<file path="config.mk">
export PLATFORM = sky130hd
export DESIGN_NAME = fdbk_core
export DESIGN_NICKNAME = d
export VERILOG_FILES = /design/src/common/rf_ctl_pkg.sv /design/src/fdbk/fdbk_core.sv
export SDC_FILE = /design/constraint.sdc
export NUM_CORES = 1
export LEC_CHECK = 0
export BUFFER_PORTS_ARGS = -buffer_cell sky130_fd_sc_hd__buf_2
export CORE_ASPECT_RATIO = 0.75
export CORE_MARGIN = 1
export CORE_UTILIZATION = 64
export DETAILED_ROUTE_END_ITERATION = 6
export HOLD_SLACK_MARGIN = 0.06
export PLACE_DENSITY = 0.95
export REMOVE_ABC_BUFFERS = 1
export SYNTH_ARGS = -nofsm -noshare
export SYNTH_HDL_FRONTEND = slang
export SYNTH_SLANG_ARGS = --single-unit
</file>
<file path="constraint.sdc">
create_clock -name clk -period 12.7 [get_ports clk]
set_input_delay 2.54 -clock clk [delete_from_list [all_inputs] [get_ports clk]]
set_output_delay 2.54 -clock clk [all_outputs]
set_load 0.01 [all_outputs]
</file>
<file path="src/common/rf_ctl_pkg.sv">
`default_nettype none

package rf_ctl_pkg;

	// Field ADC sample straight from the converter
	typedef logic signed [15:0] adc_t;

	// Interleaved I/Q word
	// Feedback input, feedback output and drive all use it
	typedef logic signed [17:0] iq_t;

	// LO cosine or sine
	typedef logic signed [17:0] lo_t;

	// One DAC sample
	typedef logic signed [15:0] dac_t;

	// DDS phase step and accumulator
	typedef logic [31:0] phase_t;

	// Proportional gain, 8 fraction bits
	typedef logic signed [15:0] gain_t;

	// Fraction bits of gain_t
	localparam int gain_frac_bits = 8;

	// Index width of the LO table, 32 entries
	localparam int lo_tab_bits = 5;

	// Feedback core waits for the first sync
	// so the I/Q slot alignment is known before it drives
	typedef enum logic {
		fdbk_idle,
		fdbk_run
	} fdbk_state_e;

endpackage

`default_nettype wire

</file>
<file path="src/fdbk/fdbk_core.sv">
`default_nettype none

module fdbk_core (
	input wire clk,
	input wire ctlr_ph_reset,
	input wire iq,
	input wire sync,
	input wire use_fiber,
	input wire rf_ctl_pkg::iq_t field_xy,
	input wire [16:0] iq_recv,
	input wire rf_ctl_pkg::iq_t set_x,
	input wire rf_ctl_pkg::iq_t set_y,
	input wire rf_ctl_pkg::gain_t gain,
	input wire [16:0] drive_limit,
	output rf_ctl_pkg::iq_t out_xy,
	output logic sat
);

	localparam int fb = rf_ctl_pkg::gain_frac_bits;

	rf_ctl_pkg::fdbk_state_e state;
	rf_ctl_pkg::iq_t in_xy;
	rf_ctl_pkg::iq_t set_sel;
	rf_ctl_pkg::iq_t set_r;
	logic signed [18:0] err;
	logic signed [18:0] err_r;
	logic signed [34:0] prod;
	logic signed [34-fb:0] corr;
	logic signed [27:0] sum;
	logic signed [27:0] lim_hi;
	logic signed [27:0] lim_lo;
	logic over;
	logic under;

	// Wait for first sync after reset
	always_ff @(posedge clk) begin
		if (ctlr_ph_reset)
			state <= rf_ctl_pkg::fdbk_idle;
		else if (sync)
			state <= rf_ctl_pkg::fdbk_run;
	end

	// Fiber word is 17 bits and left aligned
	assign in_xy = use_fiber ? {iq_recv, 1'b0} : field_xy;
	// Setpoint of the current slot
	assign set_sel = iq ? set_y : set_x;
	// Error with a guard bit
	assign err = {set_sel[17], set_sel} - {in_xy[17], in_xy};

	// Stage 1
	always_ff @(posedge clk) begin
		set_r <= set_sel;
		err_r <= err;
	end

	// Proportional term without the gain fraction
	assign prod = err_r * gain;
	assign corr = prod[34:fb];
	assign sum = {{10{set_r[17]}}, set_r} + {{(fb-7){corr[34-fb]}}, corr};

	// Symmetric clip window
	assign lim_hi = {11'd0, drive_limit};
	assign lim_lo = -lim_hi;
	assign over = (sum > lim_hi);
	assign under = (sum < lim_lo);

	// Stage 2
	// Zero out until the slots are known
	always_ff @(posedge clk) begin
		if (state == rf_ctl_pkg::fdbk_run) begin
			if (over)
				out_xy <= lim_hi[17:0];
			else if (under)
				out_xy <= lim_lo[17:0];
			else
				out_xy <= sum[17:0];
			sat <= over | under;
		end else begin
			out_xy <= '0;
			sat <= 1'b0;
		end
	end

endmodule

`default_nettype wire

</file>
# After elaboration in Yosys (flattened, before gate mapping)
# Index checks and enable logic that the tools add are counted.
[word_totals]
reg_bits = 57
in_bits = 109
elab_cells = 19
[classes]
n_addsub = 3
multipliers = 1
n_lt_le_gt_ge = 2
muxes = 4
n_bitwise = 2
reduce_logical = 1
[op_table]
columns = ["cell", "n"]
rows = [
  ["18-bit two-way mux", 3],
  ["19-bit by 16-bit multiplier with 35-bit output", 1],
  ["18-bit by 27-bit adder with 28-bit output", 1],
  ["28-bit by 18-bit > comparator with 1-bit output", 1],
  ["28-bit < comparator", 1],
  ["17-bit negation with 28-bit output", 1],
  ["18-bit by 18-bit subtractor with 19-bit output", 1],
  ["17-bit two-way mux", 1],
  ["2-bit OR reduction", 1],
  ["1-bit NOT", 1],
  ["1-bit OR", 1],
]

# Depth between registers and ports, before layout
# Gate-level depths: netlist of the first run.
[logic_depth]
ltp_word = 5
depth_mapped = 45

# Worst setup path after synthesis of the first run
# No wires, ideal clock.
[synth_timing]
path_type = "input to register"
start = "in gain[1]"
end = "reg out_xy[4]"
t_arrival_ps = 11472
path_slack_ps = 1108
stages = 42
path_buffers = 3
path_cell_list = "clkbuf_1 > clkbuf_1 > nand2_1 > fa_1 > fa_1 > fa_1 > inv_1 > fa_1 > fa_1 > inv_1 > fa_1 > inv_1 > ha_1 > a21oi_1 > a21oi_1 > nor2_1 > nand2_1 > or2_2 > [6 not listed] > a21oi_1 > o21ai_0 > a31oi_1 > a211oi_1 > o41ai_1 > xnor2_1 > ha_1 > nand3_1 > nor2_1 > nand4_1 > o41ai_1 > a22oi_1 > nor4_1 > o21ai_2 > a32oi_2 > buf_6 > a21oi_1 > o31a_1"
[synth_via]
elab_chain_cells = 5
[synth_rtl]
columns = ["element", "line", "text"]
rows = [
  ["start: declaration", "fdbk_core.sv:13", "input wire rf_ctl_pkg::gain_t gain,"],
  ["19-bit by 16-bit multiplier with 35-bit output *", "fdbk_core.sv:57", "assign prod = err_r * gain;"],
  ["18-bit by 27-bit adder with 28-bit output *", "fdbk_core.sv:59", "assign sum = {{10{set_r[17]}}, set_r} + {{(fb-7){corr[34-fb]}}, corr};"],
  ["28-bit < comparator", "fdbk_core.sv:65", "assign under = (sum < lim_lo);"],
  ["18-bit two-way mux", "fdbk_core.sv:73", "else if (under)"],
  ["17-bit two-way mux *", "fdbk_core.sv:71", "if (over)"],
  ["end signal: assignment", "fdbk_core.sv:72", "out_xy <= lim_hi[17:0];"],
  ["end signal: assignment", "fdbk_core.sv:74", "out_xy <= lim_lo[17:0];"],
  ["end signal: assignment", "fdbk_core.sv:76", "out_xy <= sum[17:0];"],
  ["end: declaration", "fdbk_core.sv:15", "output rf_ctl_pkg::iq_t out_xy,"],
]
# Mark *: on every way between the ends. The rest lies on a longest branch, timed or not.
# A chain may end at the register's enable or synchronous reset.

# Worst setup path after layout of the first run
[layout_timing]
start = "in gain[4]"
end = "reg out_xy[4]"
# The elaborated chain is that of the path after synthesis.

==> run summary, run 1 <==
Max-slew headroom = 0.325
Global route total overflow = 0
Core area = 25000 µm²
DR pass1 iterations = 6
Post-Synthesis Mean Instance Area = 8.80 µm²
Number of CTS-inserted buffers = 9
Share of layout cells above drive strength 1 = 0.0932
Final setup violation count = 0
Final nets = 2526
Top FF cell, synth = dfxtp_1
Post-DP Area = 17200 µm²
Layout filler cell count = 1730
CP Capture Type = flip-flop
Routed len/inst = 19.0 µm
Worst R2R Setup Slack = 2.05 ns
Setup_tns = 0 ns
Post-CTS setup buffers = 0
CTS tree = yes
Max-slew violation count = 0
Cell mode on critical path = fa_1
Critical-path top delay cell = fa_1
Netlist cell types = 65
Worst skew pair latency = 0.34 ns
Final Instance Area = 17600 µm²
Layout Area Growth over Synthesis = 7.49%
Num ports = 128
# DRC = 0
Final Wtd Congestion = 0.942
CTS Buffer Depth = 2
Die area = 26200 µm²
Maximum clock rate = 80.9 MHz
First-pass GRT wire length = 71.7 mm
Clk slew on worst S/H paths = 0.06 ns
I/O Buffers = 127
Antenna violations before repair = 0
Vias = 13500
Post-synth EDFFs = 0
Row cnt = 50
Crit path kind = input pin to flip-flop
Root cell of the clock tree = clkbuf_16
Commonest non-fill, non-tap cell in the layout = inv_1
Outcome = finished clean
Final worst setup slack = 0.345 ns
Die extent in y = 140 µm
H-tree depth = 3
Required @ worst endpoint = 12.92 ns
Fin. Hold Viols = 0
Pin count of the biggest net entering global routing = 42
Slew of the pin with the lowest slew margin = 1.01 ns
Antenna fix cells = 0
Post-synth ARST share = 0
Pre-CTS WS = 0.0837 ns
Number of synthesis warnings = 0
Final ANT Viol Nets = 0
Max FO, Critical Path = 27
Number of synthesized register bits = 57
WP data arrival = 12.58 ns
Die Wd = 186 µm
CP max stage delay = 0.57 ns
Vias in the first global route = 14400
Commonest cells after routing, fill and taps aside = 384 x inv_1, 305 x fa_1, 195 x nand2_1
Dpl hpwl = 35.5 mm
DRT iter0 DRCs = 1212
Sequential fraction of the synthesis area = 0.0698
Routed wire length = 43.3 mm
Netlist Area Pre-Place = 16300 µm²
Worst Setup Start Kind = input pin
Total clock sinks = 57
Vias per inst = 5.91
Initial core utilization = 0.653
Fin crit share = 0.973
Skew final = 0.00836 ns
Hold Crit Class = flip-flop to flip-flop
Max_cap viols = 0
Cells after Synth = 1856
GRT Total Usage = 0.343
Min Tclk post-route = 12.35 ns
[registers in the layout (all words and copies together) (netlist names)]
signal,flops
sat,1
err_r,19
set_r,18
out_xy,18
state,1
[metal layers]
metal	track usage	part of all wire	vias to the layer above
met5	0	0	-
met2	0.570	0.47	809
met3	0.0639	0.096	161
li1	-	-	5946
met4	0.130	0.038	0
met1	0.448	0.39	6573
[path summary, 6_finish.rpt]
kind | startpoint | end | depth (start not counted)
max | gain[4] | out_xy[4] | 42
min | set_r[0] | out_xy[0] | 3
max reg2reg | err_r[6] | out_xy[4] | 41
min reg2reg | set_r[0] | out_xy[0] | 3
[cells by family (layout without fill, tap and decap cells)]
family                     Yosys count  in the layout  synth area share
and+or+nand+nor                    534            534             0.160
muxes                               48             48            0.0310
adders and majority gates          479            479             0.507
AOI/OAI and AO/OA                  216            216            0.0858
DFF                                 57             57            0.0698
xor gates and xnor gates            79             79            0.0423
buffers and inverters              443            530             0.104
[critical path, delay by kind of cell]
kind,cells,cell delay [ns]
adders and majority gates,9,3.97
buffers and inverters,6,0.68
xor gates and xnor gates,2,0.38
and+or+nand+nor,5,0.81
AOI/OAI and AO/OA,20,4.17
[synth_stat cells (all sizes together), types with 4 or more instances]
library cell / n / area (µm²)
nor2: 86 / 323
nand2b: 16 / 100
a21o: 23 / 173
a31oi: 10 / 62.6
a41oi: 5 / 43.8
inv: 384 / 1440
nand3: 16 / 80.1
xor2: 21 / 184
xnor2: 58 / 508
a2111oi: 5 / 43.8
ha: 174 / 2180
clkbuf: 50 / 188
and4: 5 / 43.8
mux2i: 30 / 300
nand2: 195 / 732
o31a: 5 / 43.8
mux2: 18 / 206
nor2b: 16 / 100
o211ai: 7 / 57.6
and3: 9 / 56.3
a21boi: 6 / 45.0
a211oi: 4 / 30.0
and2: 135 / 845
o21a: 15 / 113
dfxtp: 57 / 1140
a21oi: 65 / 325
fa: 305 / 6110
nand4: 14 / 87.6
nor3: 25 / 135
o21ai: 48 / 244
or2: 5 / 31.3
buf: 9 / 62.6
[layout make-up]
cell class,count,area [µm²],area share
well taps,338,423,0.0241
multi-input cells,1356,13600,0.772
clock inverters,7,95.1,0.00541
repair buffers,130,677,0.0385
clock buffers,9,225,0.0128
inverters,384,1440,0.0821
flip-flops and latches,57,1140,0.0650
[what timing repair did]
action / 4_1_cts / 5_1_grt
endpoints found under the setup margin: 0 / 19
hold buffers: 0 / 0
gates resized for setup: 0 / 15
[metrics by stage]
stage / hold WS [ns] / utilization / instances
after CTS: 0.701 / 0.699 / 2281
after detailed placement: 0.701 / 0.687 / 2265
after global placement: 0.661 / 0.687 / 2265
after floorplan: 0.616 / - / 1797
after global routing: 0.747 / 0.702 / 2281
final: 0.701 / 0.702 / 2281
Power of run 1 is left out: the tool's default activity adds up to more than one toggle a clock period on the data nets, which glitch-free logic cannot reach.
==> run 2: changes to the inputs <==
--- a/config.mk
+++ b/config.mk
@@ -5,6 +5,7 @@
 export SDC_FILE = /design/constraint.sdc
 export NUM_CORES = 1
 export LEC_CHECK = 0
+export ABC_AREA = 1
 export BUFFER_PORTS_ARGS = -buffer_cell sky130_fd_sc_hd__buf_2
 export CORE_ASPECT_RATIO = 0.75
 export CORE_MARGIN = 1
==> run 2 against run 1 <==
Against the previous run: register-to-register slack better by 0.43 ns; fmax is 4.5% higher; utilization is 0.82 points lower; synthesized cell count is 26% higher; final cell count is 21% higher; critical endpoint is now out_xy[0].
==> run summary, run 2 <==
Outcome = finished clean
Min Tclk post-route = 11.83 ns
Maximum clock rate = 84.6 MHz
Hold Path Origin = state
WHS Endpoint = sat
Max-slew violation count = 0
Capturing point of the worst reg2reg path = out_xy[0]
CP Capture Type = flip-flop
CTS tree = yes
Dpl hpwl = 39.7 mm
Post-CTS setup buffers = 0
DRT iter0 DRCs = 1254
Top cells by count, synth = 615 x inv_1, 578 x nand2_1, 305 x fa_1
Die Wd = 194 µm
# DRC = 0
Most flops, register = err_r
Worst Setup Start Kind = input pin
Core area = 27100 µm²
Top cell type by total area after synthesis = fa_1
Layout filler cell count = 2146
R2R depth = 43
Fin crit share = 0.931
Clk slew on worst S/H paths = 0.05 ns
WP data arrival = 12.10 ns
Row cnt = 52
Die extent in y = 146 µm
Hold depth = 2
Final nets = 3001
I/O Buffers = 127
Slew of the pin with the lowest slew margin = 0.949 ns
Critical-path top delay cell = fa_1
Final ANT Viol Nets = 0
Max-slew headroom = 0.366
Worst skew pair latency = 0.34 ns
Registers with the most flip-flops = err_r (19), out_xy (18), set_r (18)
Sequential fraction of the synthesis area = 0.0646
CTS Buffer Depth = 2
Vias per inst = 5.57
Required @ worst endpoint = 12.97 ns
Fin. Hold Viols = 0
Top FF cell, synth = dfxtp_1
Setup_tns = 0 ns
Post-synth EDFFs = 0
Layout Area Growth over Synthesis = 6.29%
Antenna violations before repair = 0
Cell mode on critical path = nand2_1
Vias in the first global route = 16100
Yosys top cell area share = 0.346
Max reg flops = 19
Commonest non-fill, non-tap cell in the layout = inv_1
Vias = 15400
Hold Crit Class = flip-flop to flip-flop
DR pass1 iterations = 5
Commonest cells after routing, fill and taps aside = 615 x inv_1, 578 x nand2_1, 305 x fa_1
Number of synthesized register bits = 57
Netlist Area Pre-Place = 17700 µm²
Max_cap viols = 0
Number of synthesis warnings = 0
Routed len/inst = 17.0 µm
Final setup violation count = 0
Netlist cell types = 51
Pin count of the biggest net entering global routing = 21
First-pass GRT wire length = 79.2 mm
RSZ-0062 raised after global routing = false
Worst hold margin = 0.577 ns
Count leader, synth = inv_1
Post-cts hold buffer count = 0
H-tree depth = 3
CP max stage delay = 0.60 ns
GRT Total Usage = 0.353
Post-Synthesis Mean Instance Area = 7.52 µm²
Die area = 28300 µm²
Worst R2R Setup Slack = 2.48 ns
Root cell of the clock tree = clkbuf_16
Final Wtd Congestion = 0.982
Top cells by area, synth = fa_1 35%, inv_1 13%, ha_1 12%
Post-CTS sizing = 0
Number of CTS-inserted buffers = 9
Skew final = 0.00540 ns
Post-synth ARST share = 0
Num ports = 128
Crit path kind = input pin to flip-flop
Antenna fix cells = 0
Share of layout cells above drive strength 1 = 0.0897
Initial core utilization = 0.653
Global route total overflow = 0
Cells after Synth = 2347
Total clock sinks = 57
Routed wire length = 47.1 mm
Max FO, Critical Path = 19
Worst r2r src = err_r[8]
run 2: changes by cell type after synthesis, moves of 13 or more:
cell      previous run  this run
a21o_1              23         5
a21oi_1             65        95
and2_1             135         0
inv_1              384       615
mux2i_1             30        16
nand2_1            195       578
nand2b_1            16         0
nand3_1             16        83
nor2b_1             16         0
o21a_1              15         2
o21ai_0             45        32
xnor2_1             58        31
xor2_1              21        55
run 2: layer usage:
metal  track usage  vias up  wire length [µm]
met4         0.108        0              1320
met5             0        -                 0
met1         0.477     7384             18900
li1              -     7066                 -
met3        0.0600      123              4930
met2         0.584      847             22000
run 2: stage by stage:
stage                     area (µm²)   util  cells  setup slack (ns)
after floorplan                17400      -   2274              2.21
after global placement         18400  0.681   2753              1.07
after detailed placement       18400  0.681   2753             0.831
after CTS                      18800  0.694   2769              1.04
after global routing           18800  0.694   2769             0.327
final                          18800  0.694   2769             0.874
run 2: logic make-up (layout without fill, tap and decap cells):
group / Yosys count / count (layout) / synth area share
flip-flops: 57 / 57 / 0.0646
AO/OA/AOI/OAI: 168 / 168 / 0.0529
AND/OR/NAND/NOR: 827 / 827 / 0.202
multiplexers: 32 / 32 / 0.0193
buffers and inverters: 698 / 769 / 0.150
XOR/XNOR: 86 / 86 / 0.0426
adder cells (fa/ha/maj): 479 / 479 / 0.469
run 2: final cells by class:
class                   count  area, µm²  area share
multi-input cells        1592      13900       0.739
inverters                 625       2350       0.125
flip-flops and latches     57       1140      0.0608
repair buffers            128        643      0.0343
well taps                 351        439      0.0234
clock buffers              12        256      0.0137
clock inverters             4       75.1     0.00400
run 2: worst max path at each step:
stage / startpoint / end / cells past startpoint
6_report: gain[3] / out_xy[0] / 44
5_1_grt: gain[4] / out_xy[0] / 40
4_1_cts: gain[4] / out_xy[0] / 40
3_5_place_dp: gain[4] / out_xy[0] / 40
3_3_place_gp: gain[3] / out_xy[0] / 41
2_1_floorplan: gain[15] / out_xy[0] / 40
run 2: worst max-delay path, delay by kind of cell:
family | cells | cell delay [ns]
AO/OA/AOI/OAI | 9 | 1.94
adder cells (fa/ha/maj) | 9 | 4.19
buffers and inverters | 7 | 0.83
AND/OR/NAND/NOR | 19 | 2.59
Power of run 2 is left out for the same reason.
==> run 3: changes to the inputs <==
--- a/config.mk
+++ b/config.mk
@@ -6,13 +6,14 @@
 export NUM_CORES = 1
 export LEC_CHECK = 0
 export ABC_AREA = 1
-export BUFFER_PORTS_ARGS = -buffer_cell sky130_fd_sc_hd__buf_2
 export CORE_ASPECT_RATIO = 0.75
 export CORE_MARGIN = 1
-export CORE_UTILIZATION = 64
+export CORE_UTILIZATION = 65
+export CTS_BUF_LIST = sky130_fd_sc_hd__clkbuf_4 sky130_fd_sc_hd__clkbuf_8 sky130_fd_sc_hd__clkbuf_16
 export DETAILED_ROUTE_END_ITERATION = 6
+export DONT_BUFFER_PORTS = 1
 export HOLD_SLACK_MARGIN = 0.06
-export PLACE_DENSITY = 0.95
+export PLACE_DENSITY = 0.88
 export REMOVE_ABC_BUFFERS = 1
 export SYNTH_ARGS = -nofsm -noshare
 export SYNTH_HDL_FRONTEND = slang
==> run 3 against run 2 <==
Against the previous run: flip-flop and latch count unchanged; die area decreased by 1.5%; worst setup slack improved by 0.39 ns; fmax increased by 3.4%; global-route usage increased by 0.11 points; count of clock-buffer cells in the layout unchanged; final cell count decreased by 4.9%; critical path depth decreased by 3; largest cell class unchanged; highest routed layer unchanged.
==> run summary, run 3 (synthesis results as in run 2) <==
Skew final = 0.00674 ns
Outcome = finished clean
RSZ-0062 raised after global routing = false
I/O Buffers = 0
Die Wd = 192 µm
Post-cts hold buffer count = 0
Global route total overflow = 0
Worst Setup Start Kind = input pin
Max_cap viols = 0
Commonest non-fill, non-tap cell in the layout = inv_1
CTS tree = yes
Core area = 26300 µm²
Crit path kind = input pin to flip-flop
Initial core utilization = 0.672
Root cell of the clock tree = clkbuf_16
Final nets = 2873
First-pass GRT wire length = 76.6 mm
Post-CTS sizing = 0
Total clock sinks = 57
Maximum clock rate = 87.5 MHz
Worst path buffer plus inverter count = 7
Final Instance Area = 18100 µm²
Final Wtd Congestion = 0.958
Slew of the pin with the lowest slew margin = 0.986 ns
Fin crit share = 0.900
Row cnt = 51
GRT Total Usage = 0.354
Dpl hpwl = 38.5 mm
Hold Crit Class = flip-flop to flip-flop
Number of CTS-inserted buffers = 9
Post-DP Area = 17800 µm²
# DRC = 0
H-tree depth = 3
Layout filler cell count = 2149
DR pass1 iterations = 5
Die extent in y = 145 µm
WP data arrival = 11.71 ns
Vias in the first global route = 15600
Worst skew pair latency = 0.34 ns
Max FO, Critical Path = 20
Max-slew headroom = 0.342
Antenna violations before repair = 0
Fin. Hold Viols = 0
Critical-path top delay cell = fa_1
Layout Area Growth over Synthesis = 2.45%
Final ANT Viol Nets = 0
Most flops, register = err_r
Cells after DPL = 2618
Routed wire length = 45.6 mm
Registers with the most flip-flops = err_r (19), out_xy (18), set_r (18)
CP max stage delay = 0.51 ns
Required @ worst endpoint = 12.97 ns
Final setup violation count = 0
Vias = 14600
DRT iter0 DRCs = 1125
Antenna fix cells = 0
Setup_tns = 0 ns
Core Util, Final = 0.688
Num ports = 128
Vias per inst = 5.54
Max reg flops = 19
Max-slew violation count = 0
Min Tclk post-route = 11.43 ns
CTS Buffer Depth = 2
CP top delay family = adder cells
Die area = 27800 µm²
Share of layout cells above drive strength 1 = 0.0393
Clk slew on worst S/H paths = 0.06 ns
Pin count of the biggest net entering global routing = 21
Post-CTS setup buffers = 0
CP Capture Type = flip-flop
Commonest cells after routing, fill and taps aside = 615 x inv_1, 578 x nand2_1, 305 x fa_1
Finished Layout Cells = 2634
Routed len/inst = 17.3 µm
==> run 3: metrics by stage <==
| stage | worst slack, ns | hold slack (ns) |
|---|---|---|
| after global placement | 1.41 | 0.574 |
| after global routing | 0.720 | 0.636 |
| after floorplan | 2.21 | 0.498 |
| final | 1.27 | 0.596 |
| after detailed placement | 1.10 | 0.583 |
| after CTS | 1.39 | 0.595 |
==> run 3: layout make-up <==
cell class | instances | area [µm²] | area share
Sequential cell | 57 | 1140 | 0.0631
Tap cell | 344 | 430 | 0.0238
Clock buffer | 12 | 254 | 0.0140
Inverter | 625 | 2350 | 0.130
Clock inverter | 4 | 51.3 | 0.00284
Multi-Input combinational cell | 1592 | 13900 | 0.767
==> run 3: final timing paths <==
check                           cells past startpoint  slack, ns         to      from
worst max register to register                     43       2.70  out_xy[0]  err_r[8]
worst min register to register                      2       0.60        sat     state
worst min-delay path                                2       0.60        sat     state
worst max-delay path                               41       1.27  out_xy[0]  gain[15]
==> run 3: per-layer routing <==
layer / up-vias / wire [µm] / track usage
met5: - / 0 / 0
met4: 0 / 972 / 0.0990
met3: 95 / 4660 / 0.0764
met2: 741 / 20900 / 0.579
met1: 6957 / 19100 / 0.475
li1: 6800 / - / -
==> run 3: worst reg2reg max path, delay by kind of cell (launching register included) <==
| family | cells | cell delay [ns] |
|---|---|---|
| AND/OR/NAND/NOR | 19 | 2.59 |
| flip-flops | 1 | 0.94 |
| buffers and inverters | 6 | 0.49 |
| AO/OA/AOI/OAI | 9 | 1.73 |
| adder cells (fa/ha/maj) | 9 | 4.19 |
Power of run 3 is left out for the same reason.
