==> config.mk <==
export PLATFORM = sky130hd
export DESIGN_NAME = lo_dds
export DESIGN_NICKNAME = d
export VERILOG_FILES = /design/src/common/rf_ctl_pkg.sv /design/src/rtl/lo_dds.sv
export SDC_FILE = /design/constraint.sdc
export NUM_CORES = 1
export LEC_CHECK = 0
export BUFFER_PORTS_ARGS = -buffer_cell sky130_fd_sc_hd__clkbuf_2
export CAP_MARGIN = 20
export CORE_ASPECT_RATIO = 1.5
export CORE_MARGIN = 8
export CORE_UTILIZATION = 55
export DETAILED_ROUTE_END_ITERATION = 8
export PLACE_DENSITY = 0.88
export SYNTH_ARGS = -nofsm -noshare
export SYNTH_HDL_FRONTEND = slang
export SYNTH_SLANG_ARGS = --single-unit
==> constraint.sdc <==
create_clock -name clk -period 8.5 [get_ports clk]
set_clock_uncertainty 0.15 [all_clocks]
set_input_delay 0.85 -clock clk [delete_from_list [all_inputs] [get_ports clk]]
set_output_delay 0.85 -clock clk [all_outputs]
set_load 0.005 [all_outputs]
==> src/common/rf_ctl_pkg.sv <==
`default_nettype none

package rf_ctl_pkg;

	// Field ADC sample straight from the converter
	typedef logic signed [15:0] adc_t;

	// Interleaved I/Q word
	// Feedback input, feedback output and drive all use it
	typedef logic signed [17:0] iq_t;

	// LO cosine or sine
	typedef logic signed [17:0] lo_t;

	// One DAC sample
	typedef logic signed [15:0] dac_t;

	// DDS phase step and accumulator
	typedef logic [31:0] phase_t;

	// Proportional gain, 8 fraction bits
	typedef logic signed [15:0] gain_t;

	// Fraction bits of gain_t
	localparam int gain_frac_bits = 8;

	// Index width of the LO table, 32 entries
	localparam int lo_tab_bits = 5;

	// Feedback core waits for the first sync
	// so the I/Q slot alignment is known before it drives
	typedef enum logic {
		fdbk_idle,
		fdbk_run
	} fdbk_state_e;

endpackage

`default_nettype wire

==> src/rtl/lo_dds.sv <==
`default_nettype none

module lo_dds #(
	parameter int lo_amp = 74694
) (
	input wire clk,
	input wire ctlr_ph_reset,
	input wire rf_ctl_pkg::phase_t phase_step,
	input wire [11:0] modulo,
	output rf_ctl_pkg::lo_t cos_lo,
	output rf_ctl_pkg::lo_t sin_lo
);

	localparam int tab_len = 1 << rf_ctl_pkg::lo_tab_bits;

	// Quarter wave of cosine in Q16 with steps of 2*pi/32
	function automatic int quarter_q16(input int k);
		case (k)
			0: return 65536;
			1: return 64277;
			2: return 60547;
			3: return 54491;
			4: return 46341;
			5: return 36410;
			6: return 25080;
			7: return 12785;
			default: return 0;
		endcase
	endfunction

	// Full wave from the quarter by symmetry
	function automatic int cos_q16(input int k);
		int m;
		m = k % 32;
		if (m <= 8)
			return quarter_q16(m);
		else if (m <= 16)
			return -quarter_q16(16 - m);
		else if (m <= 24)
			return -quarter_q16(m - 16);
		else
			return quarter_q16(32 - m);
	endfunction

	// Scale by lo_amp with rounding
	function automatic rf_ctl_pkg::lo_t lo_entry(input int k);
		longint prod;
		prod = longint'(lo_amp) * longint'(cos_q16(k));
		return rf_ctl_pkg::lo_t'((prod + 64'sd32768) >>> 16);
	endfunction

	rf_ctl_pkg::lo_t cos_tab [tab_len];
	rf_ctl_pkg::lo_t sin_tab [tab_len];
	rf_ctl_pkg::phase_t acc;
	logic [12:0] res_sum;
	logic [12:0] res_lim;
	logic carry;
	logic [rf_ctl_pkg::lo_tab_bits-1:0] idx;

	// Constant tables where sine is cosine a quarter turn back
	for (genvar k = 0; k < tab_len; k++) begin : g_tab
		assign cos_tab[k] = lo_entry(k);
		assign sin_tab[k] = lo_entry(k + 24);
	end

	// Fine residue wraps at modulo
	// Zero modulo means plain 12-bit wrap
	assign res_sum = {1'b0, acc[11:0]} + {1'b0, phase_step[11:0]};
	assign res_lim = (modulo == 12'd0) ? 13'h1000 : {1'b0, modulo};
	assign carry = (res_sum >= res_lim);

	always_ff @(posedge clk) begin
		if (ctlr_ph_reset) begin
			acc <= '0;
		end else begin
			// Extra count on residue overflow keeps IF ratio exact
			acc[31:12] <= acc[31:12] + phase_step[31:12] + {19'd0, carry};
			acc[11:0] <= carry ? 12'(res_sum - res_lim) : res_sum[11:0];
		end
	end

	assign idx = acc[31:32-rf_ctl_pkg::lo_tab_bits];

	// Table lookup takes one cycle
	always_ff @(posedge clk) begin
		cos_lo <= cos_tab[idx];
		sin_lo <= sin_tab[idx];
	end

endmodule

`default_nettype wire

==> Word-level counts from Yosys, hierarchy flattened <==
Memories as Yosys holds them, arrays and structs flattened. A register that Yosys moved wholly into a read port is not among the register bits.
Cells that the tools add are included.
{ "classes": {"add_sub_neg": 4, "order_cmp": 1, "muxes": 2, "bitwise_logic": 1, "reduce_logical": 1} }
{ "ops": {"columns": ["operator", "n"], "rows": [
  ["20-bit by 1-bit adder with 20-bit output", 1],
  ["20-bit adder", 1],
  ["12-bit by 12-bit adder with 13-bit output", 1],
  ["13-bit >= comparator", 1],
  ["13-bit 2-to-1 mux", 1],
  ["12-bit logical NOT", 1],
  ["12-bit 2-to-1 mux", 1],
  ["12-bit subtractor", 1],
  ["5-bit inverter with 6-bit output", 1]
]} }
{ "totals": {"regBits": 32, "romBits": 1152, "in_bits": 46, "output_inout_bits": 36, "wordCells": 12, "mem_count": 2} }
{ "mem_list": {"columns": ["name", "depth", "width", "rd", "rd_clocked_by_memory_dff", "wr", "line_no", "text"], "rows": [
  ["(no name shown)", 32, 18, 1, 1, 0, "lo_dds.sv:87", "sin_lo <= sin_tab[idx];"],
  ["(no name shown)", 32, 18, 1, 1, 0, "lo_dds.sv:86", "cos_lo <= cos_tab[idx];"]
]} }

==> Longest topological paths before layout <==
Gate-level depths: netlist of run 1.
{ "depth": {"depth_word": 4, "depth_mapped": 22, "mapped_depth_nobuf": 22} }

==> Worst setup path after synthesis of run 1 <==
No wires, ideal clock.
{ "synth_path": {"path_type": "input to register", "from": "input port phase_step[0]", "to": "register acc[26]", "setup_time_ps": 121, "t_arrival_ps": 5192, "required_time_ps": 8229, "setup_slack_ps": 3037, "path_stages": 22, "n_path_buf": 0, "cell_sequence": "ha_1 -> inv_1 -> fa_1 -> nor2b_1 -> o2111ai_1 -> nand3_1 -> nand3_1 -> xnor2_1 -> ha_1 -> nand2_1 -> o21ai_0 -> inv_1 -> a21oi_1 -> nor2_1 -> fa_1 -> fa_1 -> nor2b_1 -> o31ai_1 -> a211o_1 -> nand2_1 -> a21boi_0 -> mux2_2"} }
{ "synth_between": {"elab_chain_cells": 3} }
{ "synth_lines": {"columns": ["element", "line_no", "text"], "rows": [
  ["start: declaration", "lo_dds.sv:8", "input wire rf_ctl_pkg::phase_t phase_step,"],
  ["12-bit by 12-bit adder with 13-bit output", "lo_dds.sv:68", "assign res_sum = {1'b0, acc[11:0]} + {1'b0, phase_step[11:0]};"],
  ["13-bit >= comparator", "lo_dds.sv:70", "assign carry = (res_sum >= res_lim);"],
  ["20-bit by 1-bit adder with 20-bit output", "lo_dds.sv:77", "acc[31:12] <= acc[31:12] + phase_step[31:12] + {19'd0, carry};"],
  ["end signal: assignment", "lo_dds.sv:77", null],
  ["end: declaration", "lo_dds.sv:54", "rf_ctl_pkg::phase_t acc;"]
]} }
No other way between the ends.
A chain may end at the register's enable or synchronous reset.

==> Worst setup path after layout of run 1 <==
Ends and elaborated chain as after synthesis.

==> implementation parameters, run 1 <==
Parameter                              Value

Timing
  Crit path time final ... 6.07 ns
  Final count of pins violating max slew ... 0
  Tightest Pin Transition ... 1.06 ns
  Achievable Freq ... 165 MHz
  Unrepaired setup endpoints after global routing ... false
  Total count of hold-check failures in the final report ... 0
  Finish-stage setup viols ... 0
  Final worst path period share ... 71.4%
  Max-slew headroom ... between 20% and 30%
  Worst path setup slack after routing ... 2.43 ns
  Sum Neg Setup Slack ... 0 ns

Final layout
  Area growth syn-to-layout ... 13.1%
  Number of antenna diodes ... 0
  Non-Filler Instances ... 861
  Cell area after layout ... 0.00620 mm²
  Proportion of layout cells with a drive suffix above 1 ... about 17%
  Final net count ... around 850

Power and ir drop
  PD cells ... between 400 and 500 mW/mm²
  Total power of the final layout ... 2.91 mW
  Maximum resistive drop on vdd ... 0.000247 V
  Reported leakage power ... 2.75 nW

CTS
  Total clock buffers created by CTS ... 9
  Post-CTS Setup Bufs ... 0
  CTS Hold Bufs ... 0
  CTS clk-pin slew, worst paths ... 0.06 ns
  Cells resized by post-CTS repair ... 0
  H-tree levels ... 3
  Total clock sinks ... 68
  Skew-Pair Late Insertion Delay ... 0.33 ns
  Buffers from clock root to sink, at most ... 2
  Root Buffer ... sky130_fd_sc_hd__clkbuf_16
  CTS tree ... done

Place
  Area post-placement ... around 0.0059 mm²
  RePlAce Congestion ... between 0.9 and 1
  Placed Instances ... around 850
  Worst slack at placement ... 2.17 ns
  Detailed placer's ending HPWL ... approximately 11000 µm
  Port Buf Inserts ... 81

Synth
  Dominant register cell in the synthesized netlist ... sky130_fd_sc_hd__dfxtp_1
  Number of enable flip-flop cells after synthesis ... 0
  Cell types occupying the most area after synthesis ... sky130_fd_sc_hd__dfxtp_1, sky130_fd_sc_hd__ha_1, sky130_fd_sc_hd__a21oi_1, sky130_fd_sc_hd__mux4_2, sky130_fd_sc_hd__o21ai_0
  Synthesis-stage register bit count ... 68
  Avg Cell Area, Syn ... 8.02 µm²
  Cells after Synth ... 684
  Fraction of the yosys area taken by sequential cells ... between 20% and 30%
  Most common cell in the netlist ... sky130_fd_sc_hd__a21oi_1
  Number of warnings printed during yosys synthesis ... 0
  Proportion of netlist area held by the largest area contributor ... 24.8%
  Syn_nets ... 786
  Netlist Area Pre-Place ... 0.00549 mm²
  Proportion of synthesized flip-flops having asynchronous set or reset ... 0%
  Library cell occupying the most area in the post-synthesis netlist ... sky130_fd_sc_hd__dfxtp_1
  Post-synth cell types ... 63
  Top cell types by occurrence after synthesis ... sky130_fd_sc_hd__a21oi_1, sky130_fd_sc_hd__dfxtp_1, sky130_fd_sc_hd__nor2_1

Min path
  Worst Hold Class ... reg -> reg
  Hold path startpoint ... acc[12]
  Worst hold path cell count ... 3
  End of the worst hold path ... acc[12]

Die
  Placeable core region ... 0.00969 mm²
  Vertical extent of the die ... 138 µm
  Cell Rows ... 44
  I/O pins ... 82
  Starting density of the core ... ~57%
  Die area ... 0.0135 mm²
  Die Wd ... 97.5 µm

Setup path
  Maximum fanout along the worst path ... 10
  Register-to-Register Path Depth ... 22
  Startpoint kind of the worst setup timing path ... primary input
  Required time of the critical path ... 8.57 ns
  Critical register-to-register path startpoint ... acc[0]
  Crit end category ... flip-flop
  Slowest cell on the critical path ... sky130_fd_sc_hd__a21oi_1
  Cell breakdown of the critical path ... clkbuf_2, ha_1, inv_1, fa_1, nor2b_1, o2111ai_1, nand3_1, nand3_1, xnor2_1, ha_1, nand2_1, o21ai_0, inv_1, a21oi_1, nor2_1, fa_1, fa_1, nor2b_1, o31ai_1, a211o_1, nand2_1, a21boi_0, mux2_2
  Number of buffer and inverter instances along the worst setup path ... 3
  Worst Path Arrival ... 6.14 ns
  Cell occurring most often along the worst timing path ... sky130_fd_sc_hd__fa_1
  Critical path's top delay family ... adder cells
  Worst stage delay on the critical path ... 0.57 ns
  Worst flop-to-flop path endpoint ... acc[26]
  Register-to-register setup slack ... 2.73 ns
  Critical Setup Path Class ... in -> reg

Global routing
  Grt total ovfl ... 0
  Number of global-route vias before repair ... 5369
  Number of antenna violations at the first check in global routing ... 0
  Global-route usage over all layers ... between 20 and 25%
  Maximum number of pins on one net before global-route repair ... 71
  Wire length of the first global-routing pass ... 24000 µm

Route
  Vias per cell ... ~6.2
  TritonRoute pass-1 iters ... 7
  DRC violation count after routing ... 0
  Via total after detailed routing ... approximately 5400
  Number of routed nets with antenna violations ... 0
  Wire length per cell ... 16.6 µm
  Wire length reported by the detailed router ... 14300 µm
  Detailed router's first-iteration violation count ... 343

Flow run
  Max-capacitance violation count ... 0

Run status
  Outcome ... finished, final reports clean
## metal layers
layer	GRT usage (%)	share of wire [%]
met5	0	0
met4	12.4	4.0
met2	36.4	51
met1	21.7	39
met3	4.74	6.1
## registers in the layout, indices dropped and copies added (netlist names)
signal	flops
acc	32
cos_lo	18
sin_lo	18
## area by class of cell
class                           instances  area (µm²)
Fill cell                             803        3490
Clock inverter                          2        35.0
Timing Repair Buffer                   83         420
Inverter                               34         128
Tap cell                              115         144
Sequential cell                        68        1370
Clock buffer                           12         256
Multi-Input combinational cell        547        3850
## kinds of logic after synthesis
family          Yosys count  synth area share [%]
mux                      23                  7.28
xor+xnor                 19                  3.03
fa+ha+maj                56                  13.3
compound gates          225                  26.6
simple gates            224                  20.0
buf+inv                  69                  4.90
flops                    68                  24.8
## power by group
group          leakage (nW)  internal [mW]  switching (mW)
Sequential            0.570          0.487           0.127
Combinational          2.04          0.841            1.08
Clock                 0.145          0.239           0.131
Total                  2.75           1.57            1.34
## worst register-to-register path: stages (launching register included)
cell and delay [ns]:
sky130_fd_sc_hd__dfxtp_1 0.31, sky130_fd_sc_hd__ha_1 0.20, sky130_fd_sc_hd__inv_1 0.07, sky130_fd_sc_hd__fa_1 0.40, sky130_fd_sc_hd__nor2b_1 0.17, sky130_fd_sc_hd__o2111ai_1 0.22, sky130_fd_sc_hd__nand3_1 0.21, sky130_fd_sc_hd__nand3_1 0.11
sky130_fd_sc_hd__xnor2_1 0.14, sky130_fd_sc_hd__ha_1 0.39, sky130_fd_sc_hd__nand2_1 0.07, sky130_fd_sc_hd__o21ai_0 0.31, sky130_fd_sc_hd__inv_1 0.15, sky130_fd_sc_hd__a21oi_1 0.57, sky130_fd_sc_hd__nor2_1 0.19, sky130_fd_sc_hd__fa_1 0.44
sky130_fd_sc_hd__fa_1 0.39, sky130_fd_sc_hd__nor2b_1 0.21, sky130_fd_sc_hd__o31ai_1 0.13, sky130_fd_sc_hd__a211o_1 0.29, sky130_fd_sc_hd__nand2_1 0.16, sky130_fd_sc_hd__a21boi_0 0.12, sky130_fd_sc_hd__mux2_2 0.28
## layout by cell type (no fill, tap or decap), types with 5 or more instances in the layout
cell type	netlist	final
sky130_fd_sc_hd__clkbuf_2	0	81
sky130_fd_sc_hd__a21oi_1	71	71
sky130_fd_sc_hd__dfxtp_1	68	65
sky130_fd_sc_hd__nor2_1	56	56
sky130_fd_sc_hd__nand2_1	53	53
sky130_fd_sc_hd__ha_1	52	52
sky130_fd_sc_hd__o21ai_0	46	46
sky130_fd_sc_hd__inv_1	34	34
sky130_fd_sc_hd__nand3_1	23	23
sky130_fd_sc_hd__nor2b_1	21	21
sky130_fd_sc_hd__nor3_1	20	20
sky130_fd_sc_hd__xnor2_1	17	17
sky130_fd_sc_hd__a21o_1	16	16
sky130_fd_sc_hd__nand2b_1	16	16
sky130_fd_sc_hd__a211oi_1	14	14
sky130_fd_sc_hd__mux4_2	13	13
sky130_fd_sc_hd__o21a_1	10	10
sky130_fd_sc_hd__clkbuf_16	0	9
sky130_fd_sc_hd__o211ai_1	7	7
sky130_fd_sc_hd__nand4_1	6	6
sky130_fd_sc_hd__a31oi_1	6	6
sky130_fd_sc_hd__a21boi_0	6	6
sky130_fd_sc_hd__mux2i_1	5	5
sky130_fd_sc_hd__and2_1	5	5
sky130_fd_sc_hd__mux2_2	5	5
## per-stage QoR
| step | hold slack, ns | util (%) |
|---|---|---|
| 6_report | 0.446 | 64.0 |
| 5_1_grt | 0.495 | 64.0 |
| 4_1_cts | 0.456 | 64.0 |
| 3_5_place_dp | 0.447 | 61.0 |
| 3_3_place_gp | 0.440 | 61.0 |
| 2_1_floorplan | 0.351 | - |
## worst max path at each step
stage,cells after the start,slack (ns),end,start
3_5_place_dp,23,2.17,acc[26],phase_step[0]
2_1_floorplan,22,3.04,acc[26],phase_step[0]
3_3_place_gp,23,2.37,acc[26],phase_step[0]
6_report,23,2.43,acc[26],phase_step[0]
4_1_cts,23,2.49,acc[26],phase_step[0]
5_1_grt,23,2.01,acc[26],phase_step[0]
Power figures use the tool's default switching activity.
==> inputs of run 2 (changes only) <==
- CORE_UTILIZATION: 55 -> 53
- PLACE_DENSITY: 0.88 -> 0.89
- clock period: 8.5 -> 5.21 ns (I/O delays scaled with it)
==> implementation parameters, run 2 (synthesis results as in run 1) <==
Parameter                              Value

Run status
  Outcome ... finished, final reports clean (unchanged)

Die
  Vertical extent of the die ... 141 µm (was 138 µm)
  Placeable core region ... 0.0101 mm² (was 0.00969 mm²)
  I/O pins ... 82 (unchanged)
  Die area ... 0.0139 mm² (was 0.0135 mm²)
  Die Wd ... 99.1 µm (was 97.5 µm)
  Starting density of the core ... 54.4% (was 56.6%)
  Cell Rows ... 45 (was 44)

Final layout
  Non-Filler Instances ... 891 (was 861)
  Registers with the most flip-flops ... acc: 32 flops, cos_lo: 18 flops, sin_lo: 18 flops (unchanged)
  Max FFs per register ... 32 (unchanged)
  Area growth syn-to-layout ... 17.6% (was 13.1%)
  Highest-count cells in the layout ignoring fill and taps ... sky130_fd_sc_hd__clkbuf_2, sky130_fd_sc_hd__a21oi_1, sky130_fd_sc_hd__dfxtp_1 (unchanged)
  Final net count ... 871 (was 845)
  Number of antenna diodes ... 0 (unchanged)
  Proportion of layout cells with a drive suffix above 1 ... 20.9% (was 17.0%)
  Most common library cell in the layout ignoring fill and taps ... sky130_fd_sc_hd__clkbuf_2 (unchanged)
  Final core occ ... 64.0% (about the same)
  Most flops, register ... acc (unchanged)

Timing
  Unrepaired setup endpoints after global routing ... false (unchanged)
  Final worst path period share ... 94.2%
  Tightest Pin Transition ... 1.05 ns (was 1.06 ns)
  Finish-stage setup viols ... 0 (unchanged)
  Worst path setup slack after routing ... 0.300 ns (was 2.43 ns)
  Achievable Freq ... a little over 200 MHz
  Max-slew headroom ... 30.0% (was 29.4%)
  Final count of pins violating max slew ... 0 (unchanged)
  Total count of hold-check failures in the final report ... 0 (unchanged)
  Crit path time final ... 4.91 ns
  Minimum hold slack ... 0.398 ns (was 0.446 ns)

Route
  Number of routed nets with antenna violations ... 0 (unchanged)
  Vias per cell ... 6.09 (was 6.24)
  Length of routed met2 wiring ... 7640 µm (was 7310 µm)
  Wire length reported by the detailed router ... 14700 µm (was 14300 µm)
  Wire length per cell ... 16.5 µm (was 16.6 µm)
  Post-Route M1 WL ... 5610 µm (was 5510 µm)
  Detailed router's first-iteration violation count ... 322 (was 343)
  TritonRoute pass-1 iters ... 5 (was 7)
  Via total after detailed routing ... 5427 (was 5374)
  DRC violation count after routing ... 0 (unchanged)
  Top routing layer used ... met4 (unchanged)
  Sum of met3 wire segment lengths after detailed routing ... 771 µm (was 876 µm)

Place
  Detailed placer's ending HPWL ... 11200 µm (was 11000 µm)
  Placed Instances ... 875 (was 847)
  Worst slack at placement ... -0.194 ns (was 2.17 ns)
  Port Buf Inserts ... 81 (unchanged)
  RePlAce Congestion ... 0.947 (was 0.970)

CTS
  CTS clk-pin slew, worst paths ... 0.06 ns (about the same)
  Root Buffer ... sky130_fd_sc_hd__clkbuf_16 (unchanged)
  CTS tree ... done (unchanged)
  Total clock sinks ... 68 (unchanged)
  Skew-Pair Late Insertion Delay ... 0.34 ns (was 0.33 ns)
  Total clock buffers created by CTS ... 9 (unchanged)
  H-tree levels ... 3 (unchanged)
  Cells resized by post-CTS repair ... 0 (unchanged)
  CTS Hold Bufs ... 0 (unchanged)
  Post-CTS Setup Bufs ... 0 (unchanged)
  Buffers from clock root to sink, at most ... 2 (unchanged)

Setup path
  Stages on the worst setup path ... 22 (was 23)
  Slowest cell on the critical path ... sky130_fd_sc_hd__fa_1 (was sky130_fd_sc_hd__a21oi_1)
  Register-to-register setup slack ... 0.30 ns (was 2.73 ns)
  Crit end category ... flip-flop (unchanged)
  Startpoint kind of the worst setup timing path ... flip-flop (was primary input)
  Maximum fanout along the worst path ... 5 (was 10)
  Cell breakdown of the critical path ... ha_1, inv_1, fa_2, nor2b_4, o2111ai_4, nand3_2, nand3_1, xnor2_1, ha_1, and4_1, nand2b_1, nor3_2, a211o_1, nor2_1, fa_1, fa_1, nor2b_1, o31ai_1, a211o_1, nand2_2, a21boi_0, mux2_2 (was clkbuf_2, ha_1, inv_1, fa_1, nor2b_1, o2111ai_1, nand3_1, nand3_1, xnor2_1, ha_1, nand2_1, o21ai_0, inv_1, a21oi_1, nor2_1, fa_1, fa_1, nor2b_1, o31ai_1, a211o_1, nand2_1, a21boi_0, mux2_2)
  Worst setup path endpoint ... acc[26] (unchanged)
  Start point of the critical path ... acc[0] (was phase_step[0])
  Critical Setup Path Class ... reg -> reg (was in -> reg)
  Worst stage delay on the critical path ... 0.40 ns (was 0.57 ns)
  Register-to-Register Path Depth ... 22 (unchanged)
  Worst Path Arrival ... 4.98 ns (was 6.14 ns)
  Required time of the critical path ... 5.28 ns (was 8.57 ns)
  Number of buffer and inverter instances along the worst setup path ... 1 (was 3)
  Critical register-to-register path startpoint ... acc[0] (unchanged)
  Worst flop-to-flop path endpoint ... acc[26] (unchanged)
  Critical path's top delay family ... adder cells (unchanged)

Global routing
  Number of global-route vias before repair ... 5141 (was 5369)
  Global-route usage over all layers ... 20.8% (was 20.7%)
  Number of antenna violations at the first check in global routing ... 0 (unchanged)
  Maximum number of pins on one net before global-route repair ... 71 (unchanged)
  Wire length of the first global-routing pass ... 23900 µm (was 24000 µm)
  Grt total ovfl ... 0 (unchanged)

Power and ir drop
  Maximum resistive drop on vdd ... 0.000359 V (was 0.000247 V)
  Reported leakage power ... 2.89 nW (was 2.75 nW)
  PD cells ... 762 mW/mm² (was 468 mW/mm²)
  Total power of the final layout ... 4.92 mW (was 2.91 mW)

Flow run
  Max-capacitance violation count ... 0 (unchanged)

Min path
  Worst Hold Class ... in -> reg (was reg -> reg)
==> run 2: changes by cell type in the layout (fill, tap and decap cells not counted), sizes merged <==
cell | before | now
clkbuf | 93 | 91
clkinv | 1 | 4
clkinvlp | 0 | 1
buf | 2 | 28
==> run 2: routing by layer <==
layer  global-route usage, %  vias to the layer above
met2                    37.1                      198
met1                    22.1                     2489
met4                    11.6                        0
met3                    4.34                       47
met5                       0                        -
li1                        -                     2693
==> run 2: worst min-delay path, cell delays in order <==
cell and delay (ns):
sky130_fd_sc_hd__clkbuf_2 0.09, sky130_fd_sc_hd__xnor2_1 0.09, sky130_fd_sc_hd__nand2b_1 0.08, sky130_fd_sc_hd__o21ai_1 0.06
==> run 2: worst min path at each step <==
stage               cells past startpoint  slack [ns]         end            from
floorplan                               2        0.35  cos_lo[17]         acc[31]
global placement                        3        0.44     acc[12]         acc[12]
detailed placement                      3        0.47     acc[12]         acc[12]
CTS                                     4        0.38     acc[31]  phase_step[31]
global route                            4        0.44     acc[31]  phase_step[31]
finish                                  4        0.40     acc[31]  phase_step[31]
==> run 2: layout make-up <==
class,instances,area [µm²]
clock buffer,10,229
sequential,68,1370
timing repair buffer,109,616
fill,852,3630
tap,117,146
clock inverter,6,65.1
multi-input combinational,547,3900
inverter,34,128
==> run 2: through the flow <==
stage	TNS (ns)	cell area [µm²]
after floorplan	0	5490
after global placement	-0.135	6110
after detailed placement	-0.413	6110
after CTS	0	6400
after global routing	0	6450
final	0	6450
==> run 2: where the power goes <==
group | switching, mW | internal, mW
clock network | 0.235 | 0.370
registers | 0.215 | 0.794
logic | 1.78 | 1.52
